[config.mk]
export PLATFORM = sky130hd
export DESIGN_NAME = stereo_sad_top
export DESIGN_NICKNAME = d
export VERILOG_FILES = /design/src/stereo_ctrl_pkg.sv /design/src/stereo_pixel_pkg.sv /design/src/sad_absdiff.sv /design/src/sad_accumulator.sv /design/src/sad_accumulator_slice.sv /design/src/sad_pipe_delay.sv /design/src/stereo_sad_top.sv
export SDC_FILE = /design/constraint.sdc
export NUM_CORES = 1
export LEC_CHECK = 0
export ABC_AREA = 1
export BUFFER_PORTS_ARGS = -buffer_cell sky130_fd_sc_hd__buf_2
export CAP_MARGIN = 5
export CORE_ASPECT_RATIO = 1.25
export CORE_UTILIZATION = 35
export CTS_CLUSTER_SIZE = 12
export DETAILED_ROUTE_END_ITERATION = 10
export HOLD_SLACK_MARGIN = 0.02
export MAX_ROUTING_LAYER = met4
export SLEW_MARGIN = 20
export SYNTH_ARGS = -nofsm -noshare
export SYNTH_HDL_FRONTEND = slang
export SYNTH_HIERARCHICAL = 1
export SYNTH_SLANG_ARGS = --single-unit
[constraint.sdc]
create_clock -name clk -period 4.7 [get_ports clk]
set_input_delay 0.235 -clock clk [delete_from_list [all_inputs] [get_ports clk]]
set_output_delay 0.235 -clock clk [all_outputs]
set_load 0.01 [all_outputs]
[src/stereo_ctrl_pkg.sv]
package stereo_ctrl_pkg;

    // phase of the sliding window after the latest valid beat
    typedef enum logic [1:0] {
        // still filling, output masked
        PH_FILL  = 2'd0,
        // window just completed, no subtraction yet
        PH_FULL  = 2'd1,
        // oldest cost drops out on every beat
        PH_SLIDE = 2'd2
    } window_phase_e;

    // fill counter width for a given window length
    function automatic int fill_count_bits(input int window);
        int bits;
        bits = $clog2(window);
        if (bits < 1) begin
            bits = 1;
        end
        return bits;
    endfunction

endpackage

[src/stereo_pixel_pkg.sv]
package stereo_pixel_pkg;

    // pixel and cost width
    localparam int PIXEL_BITS = 8;

    // candidate disparities carried in one beat
    localparam int NUM_DISP = 4;

    // window sum width, enough for 255 * 257
    localparam int SUM_BITS = 16;

    typedef struct packed {
        logic                                  valid;
        logic                                  first;
        logic [PIXEL_BITS-1:0]                 left;
        logic [NUM_DISP-1:0][PIXEL_BITS-1:0]   right;
    } pixel_beat_t;

    typedef struct packed {
        logic                                  valid;
        logic                                  first;
        logic [NUM_DISP-1:0][PIXEL_BITS-1:0]   cost;
    } cost_beat_t;

    typedef struct packed {
        logic                                  valid;
        logic [NUM_DISP-1:0][SUM_BITS-1:0]     sum;
    } sad_result_t;

endpackage

[src/sad_absdiff.sv]
`timescale 1ns/1ps

module sad_absdiff (
    input  logic                          clk,
    input  logic                          rst,
    input  stereo_pixel_pkg::pixel_beat_t pix,
    output stereo_pixel_pkg::cost_beat_t  cost
);

    localparam int NUM_DISP = stereo_pixel_pkg::NUM_DISP;

    always_ff @(posedge clk) begin
        cost.first <= pix.first;

        // absolute difference per disparity by subtracting the smaller pixel
        for (int d = 0; d < NUM_DISP; d++) begin
            if (pix.left > pix.right[d]) begin
                cost.cost[d] <= pix.left - pix.right[d];
            end else begin
                cost.cost[d] <= pix.right[d] - pix.left;
            end
        end

        if (rst) begin
            cost.valid <= 1'b0;
        end else begin
            cost.valid <= pix.valid;
        end
    end

endmodule

[src/sad_accumulator.sv]
`timescale 1ns/1ps

module sad_accumulator #(
    parameter int WINDOW = 5
) (
    input  logic                          clk,
    input  logic                          rst,
    input  stereo_pixel_pkg::cost_beat_t  cost,
    output stereo_pixel_pkg::sad_result_t result
);

    localparam int NUM_DISP = stereo_pixel_pkg::NUM_DISP;
    localparam int SUM_W    = stereo_pixel_pkg::SUM_BITS;
    localparam int CNT_BITS = stereo_ctrl_pkg::fill_count_bits(WINDOW);
    // counter value on the beat before the window completes
    localparam logic [CNT_BITS-1:0] FILL_LAST = CNT_BITS'((WINDOW > 1) ? WINDOW - 2 : 0);

    stereo_ctrl_pkg::window_phase_e phase;
    logic [CNT_BITS-1:0]             fill_cnt;
    logic                            run_open;
    logic                            c1_valid;
    logic                            c1_out_en;
    logic                            c1_shift_out;
    logic                            c2_first;
    logic                            c2_out_valid;
    logic                            c3_out_valid;
    logic                            c4_out_valid;
    logic [NUM_DISP-1:0][SUM_W-1:0]  c4_sum;

    // phase after each valid beat, bubbles leave it alone
    always_ff @(posedge clk) begin
        if (rst) begin
            phase    <= stereo_ctrl_pkg::PH_FILL;
            fill_cnt <= '0;
            run_open <= 1'b0;
        end else if (cost.valid) begin
            if (cost.first) begin
                run_open <= 1'b1;
                fill_cnt <= '0;
                phase    <= (WINDOW == 1) ? stereo_ctrl_pkg::PH_FULL
                                          : stereo_ctrl_pkg::PH_FILL;
            end else if (run_open) begin
                case (phase)
                    stereo_ctrl_pkg::PH_FILL: begin
                        fill_cnt <= fill_cnt + 1'b1;
                        if (fill_cnt == FILL_LAST) begin
                            phase <= stereo_ctrl_pkg::PH_FULL;
                        end
                    end
                    stereo_ctrl_pkg::PH_FULL:  phase <= stereo_ctrl_pkg::PH_SLIDE;
                    stereo_ctrl_pkg::PH_SLIDE: phase <= stereo_ctrl_pkg::PH_SLIDE;
                    default:                   phase <= stereo_ctrl_pkg::PH_FILL;
                endcase
            end
        end
    end

    assign c1_out_en    = (phase != stereo_ctrl_pkg::PH_FILL);
    assign c1_shift_out = (phase == stereo_ctrl_pkg::PH_SLIDE);

    // output enable rides alongside the slice sums
    always_ff @(posedge clk) begin
        if (rst) begin
            c1_valid     <= 1'b0;
            c2_out_valid <= 1'b0;
            c3_out_valid <= 1'b0;
            c4_out_valid <= 1'b0;
        end else begin
            c1_valid     <= cost.valid;
            c2_out_valid <= c1_valid && c1_out_en;
            c3_out_valid <= c2_out_valid;
            c4_out_valid <= c3_out_valid;
        end
    end

    sad_pipe_delay #(
        .WIDTH    (1),
        .DELAY    (2)
    ) sad_pipe_delay_first_inst (
        .clk      (clk),
        .in_data  (cost.first),
        .out_data (c2_first)
    );

    for (genvar j = 0; j < NUM_DISP; j++) begin : gen_slices
        sad_accumulator_slice #(
            .WINDOW       (WINDOW)
        ) sad_accumulator_slice_inst (
            .clk          (clk),
            .rst          (rst),
            .c0_cost      (cost.cost[j]),
            .c1_valid     (c1_valid),
            .c1_shift_out (c1_shift_out),
            .c2_first     (c2_first),
            .c4_sum       (c4_sum[j])
        );
    end

    assign result = '{valid: c4_out_valid, sum: c4_sum};

endmodule

[src/sad_accumulator_slice.sv]
`timescale 1ns/1ps

module sad_accumulator_slice #(
    parameter int WINDOW = 5
) (
    input  logic                                clk,
    input  logic                                rst,
    input  logic [stereo_pixel_pkg::PIXEL_BITS-1:0] c0_cost,
    input  logic                                c1_valid,
    input  logic                                c1_shift_out,
    input  logic                                c2_first,
    output logic [stereo_pixel_pkg::SUM_BITS-1:0]   c4_sum
);

    localparam int PIX_W = stereo_pixel_pkg::PIXEL_BITS;
    localparam int SUM_W = stereo_pixel_pkg::SUM_BITS;

    logic [PIX_W-1:0] c1_cost;
    logic [PIX_W-1:0] hist [WINDOW];
    logic [PIX_W-1:0] c2_add;
    logic [PIX_W-1:0] c2_sub;
    logic             c2_valid;
    logic [SUM_W-1:0] c2_diff;
    logic [SUM_W-1:0] c3_sum;

    // align cost with the shared c1 controls
    always_ff @(posedge clk) begin
        c1_cost <= c0_cost;
    end

    // cost history, moves only on valid beats
    always_ff @(posedge clk) begin
        if (c1_valid) begin
            hist[0] <= c1_cost;
            for (int i = 1; i < WINDOW; i++) begin
                hist[i] <= hist[i-1];
            end
            c2_add <= c1_cost;
            // oldest entry only counts once the window has slid
            c2_sub <= c1_shift_out ? hist[WINDOW-1] : '0;
        end
    end

    always_ff @(posedge clk) begin
        if (rst) begin
            c2_valid <= 1'b0;
        end else begin
            c2_valid <= c1_valid;
        end
    end

    // running sum never goes negative, so modular subtract is exact
    assign c2_diff = SUM_W'(c2_add) - SUM_W'(c2_sub);

    always_ff @(posedge clk) begin
        if (c2_valid) begin
            if (c2_first) begin
                c3_sum <= SUM_W'(c2_add);
            end else begin
                c3_sum <= c3_sum + c2_diff;
            end
        end
    end

    always_ff @(posedge clk) begin
        c4_sum <= c3_sum;
    end

endmodule

[src/sad_pipe_delay.sv]
`timescale 1ns/1ps

module sad_pipe_delay #(
    parameter int WIDTH = 1,
    parameter int DELAY = 2
) (
    input  logic             clk,
    input  logic [WIDTH-1:0] in_data,
    output logic [WIDTH-1:0] out_data
);

    // one register per cycle of delay
    logic [WIDTH-1:0] stage [DELAY];

    always_ff @(posedge clk) begin
        stage[0] <= in_data;
        for (int i = 1; i < DELAY; i++) begin
            stage[i] <= stage[i-1];
        end
    end

    assign out_data = stage[DELAY-1];

endmodule

[src/stereo_sad_top.sv]
`timescale 1ns/1ps

module stereo_sad_top #(
    parameter int WINDOW = 5
) (
    input  logic                          clk,
    input  logic                          rst,
    input  stereo_pixel_pkg::pixel_beat_t pix,
    output stereo_pixel_pkg::sad_result_t result
);

    // per-disparity costs, one cycle behind pix
    stereo_pixel_pkg::cost_beat_t cost;

    sad_absdiff sad_absdiff_inst (
        .clk    (clk),
        .rst    (rst),
        .pix    (pix),
        .cost   (cost)
    );

    // window sums appear four cycles after the cost beat
    sad_accumulator #(
        .WINDOW (WINDOW)
    ) sad_accumulator_inst (
        .clk    (clk),
        .rst    (rst),
        .cost   (cost),
        .result (result)
    );

endmodule

==> out/metrics.csv <==
metric,value,unit
synth top area cells,"edfxtp_1, dfxtp_1, nand2_1",
Worst-path clk slew,0.06,ns
Placed Cells,3071,
NetSw,2.27,mW
Relative slew margins,0.381,
Max clock buf depth,3,
Slew @ Worst Pin,0.928,ns
"Data required, critical path",5.03,ns
hold slack,0.0628,ns
Ys Warns,6,
Final Hold Vio Count,0,
P_int,6.32,mW
sequential share of power,0.474,
DRC,0,
fin crit share,0.652,
DIE AREA,59000,um2
final setup TNS,0,ns
"flops & latches, synth",402,
area post-placement,21600,um2
cell area after layout,23000,um2
Clk pwr share,0.375,
Gate Count Post-Synth,2236,
Max rail drop VDD,279,uV
worst min-delay path category,input pin to flip-flop,
total power draw,8.59,mW
DR WL/cell,13.0,um
Syn Nets,2461,
"Setup Fix Bufs, Post-CTS",0,
H-tree Lvls,2,
CTS sink cnt,402,
share of cells above drive strength 1,0.109,
Worst Path Arrival,3.39,ns
first-pass GRT wire length,67900,um
die width,217,um
Net Sw Frac,0.264,
PD cells,373,nW/um2
gr usage total,0.147,
GPL Wtd Cong,0.888,
core box area,57300,um2
maxcap violations,0,
DRT Wirelength,41100,um
fillers,5634,
highest clock rate,326,MHz
vias per cell,4.45,
sequential share of the synthesized area,0.523,
via count,14000,
vias in the first global route,13900,
fraction of registers with async set/reset,0,
worst setup margin,1.64,ns
Mapped Area,20300,um2
Root Buffer,clkbuf_16,
drt first-iter violations,741,
Synth Flop Type,edfxtp_1,
initial antenna violation count,6,
critical path peak fanout,4,
r2r worst-path depth,17,
status,finished clean,
Post-Layout Cell Count,3155,
Util after Layout,0.402,
Die Y,271,um
I/O pin total,109,
Crit Path Class,flip-flop to flip-flop,
post-synthesis cell type count,40,
fin crit period,3.06,ns
GR Overflow Total,0,
Syn Area/Cell,9.08,um2
largest area contributor in the netlist,edfxtp_1,
crit path capture type,flip-flop,
Layout Nets,2592,
Initial Util,0.354,
LEAKAGE,11.2,nW
Routed Antenna Nets,0,
pre-CTS WS,1.63,ns
worst hold path depth,4,
Combinational Power Share,0.151,
Slew Limit Fails,0,
Area Growth Syn to Fin,13.4,%
CTS tree,yes,
largest net degree at the start of global routing,99,
DP Wirelength,30500,um
post-CTS sizing,0,
RSZ-0062 raised after global routing,no,
Setup crit start kind,flip-flop,
1st-pass router iterations,5,
CTS buffer count,42,
IO buf count,108,
number of synthesized flops with an enable pin,256,
Synth top area share,0.379,
Core Rows,98,
Clock Skew,0.0169,ns
final setup fails,0,
worst skew pair latency,0.58,ns
## cells by family (layout without fill, tap and decap cells)
family / Yosys count / count (layout) / share of synthesized area
simple gates: 1039 / 1039 / 0.216
buf+inv: 433 / 598 / 0.0847
flops: 402 / 402 / 0.523
fa+ha+maj: 181 / 181 / 0.118
compound gates: 130 / 130 / 0.0372
xor+xnor: 51 / 51 / 0.0220
other cells: 0 / 4 / 0
## area by class of cell
type | instances | area (um2) | area share
Sequential cell | 402 | 10600 | 0.461
Multi-Input combinational cell | 1401 | 7970 | 0.346
Inverter | 405 | 1520 | 0.0661
Clock buffer | 71 | 1280 | 0.0555
Tap cell | 750 | 938 | 0.0408
Timing Repair Buffer | 115 | 611 | 0.0265
Clock inverter | 7 | 77.6 | 0.00337
Antenna cell | 4 | 10.0 | 0.000435
## cells in the final DEF, fill, tap and decap left out, types with 3 or more instances in the layout
master     count
a211oi_1       3
clkbuf_1      19
nand3_2        7
o21ai_2       11
nand3_1      105
and2_1         7
or2_1         15
inv_2         11
nor3_2         8
nand4_1       19
edfxtp_1     256
ha_1         165
a21oi_1       73
inv_1        394
clkbuf_16     44
nor2_1       134
buf_2        108
o21ai_0       18
o21ai_1        8
clkbuf_8       7
xnor2_1       23
nor3_1         3
a21oi_2       12
xor2_1        28
buf_4          4
or2_2          3
diode_2        4
nand3b_1       7
nor2_2         8
fa_1          16
nand2_1      691
nand2_2       27
dfxtp_1      145
## power groups by stage
stage / logic [mW] / clock network [mW] / registers [mW]
6_report: 1.30 / 3.23 / 4.07
4_1_cts: 1.30 / 3.36 / 4.08
2_1_floorplan: 0.995 / 0 / 4.13
3_5_place_dp: 1.29 / 0 / 4.15
3_3_place_gp: 1.27 / 0 / 4.15
5_1_grt: 1.50 / 3.49 / 4.09
## worst max-delay path, cell delays in order (launching register included)
cell and delay, ns:
edfxtp_1 0.35, inv_1 0.07, ha_1 0.22, fa_1 0.41, inv_1 0.07, nand2_1 0.04, nand2_1 0.07, and2_1 0.17
a21oi_2 0.07, xnor2_1 0.23, ha_1 0.32, nand2_1 0.14, inv_1 0.05, a21oi_1 0.14, nand2_1 0.12, or2_1 0.22
nand3_1 0.06, nand2_1 0.06
## routing by layer
layer  GRT usage  part of all wire
met1       0.180              0.46
met3      0.0227             0.035
met2       0.239              0.47
met5           -                 0
met4      0.0632             0.029
## path summary, 6_finish.rpt
kind	to	slack [ns]	start
worst min register to register	flip-flop	0.32	sad_absdiff_inst/cost[20]
worst min-delay path	sad_absdiff_inst/cost[24]	0.06	pix[24]
worst max-delay path	flip-flop	1.64	flip-flop
worst max register to register	flip-flop	1.64	flip-flop
## timing repair
action	4_1_cts	5_1_grt
hold buffers	2	0
endpoints found under the setup margin	0	0
endpoints found under the hold margin	2	0
## cells in the mapped netlist, types with 3 or more instances
cell type  count
nand3_2        7
nor2_1       134
nand3b_1       7
inv_1        394
nand4_1       19
clkbuf_1       4
xor2_1        28
a21oi_2       12
buf_4          3
nor3_2         8
nor3_1         3
buf_2         12
a21oi_1       73
nand3_1      105
or2_2          3
dfxtp_1      146
inv_2         11
o21ai_0       18
buf_6          6
nor2_2         8
ha_1         165
o21ai_1        8
fa_1          16
a211oi_1       3
and2_1         7
o21ai_2       11
or2_1         15
edfxtp_1     256
nand2_1      691
xnor2_1       23
nand2_2       27
No activity file was read; power rests on OpenSTA's default activity.
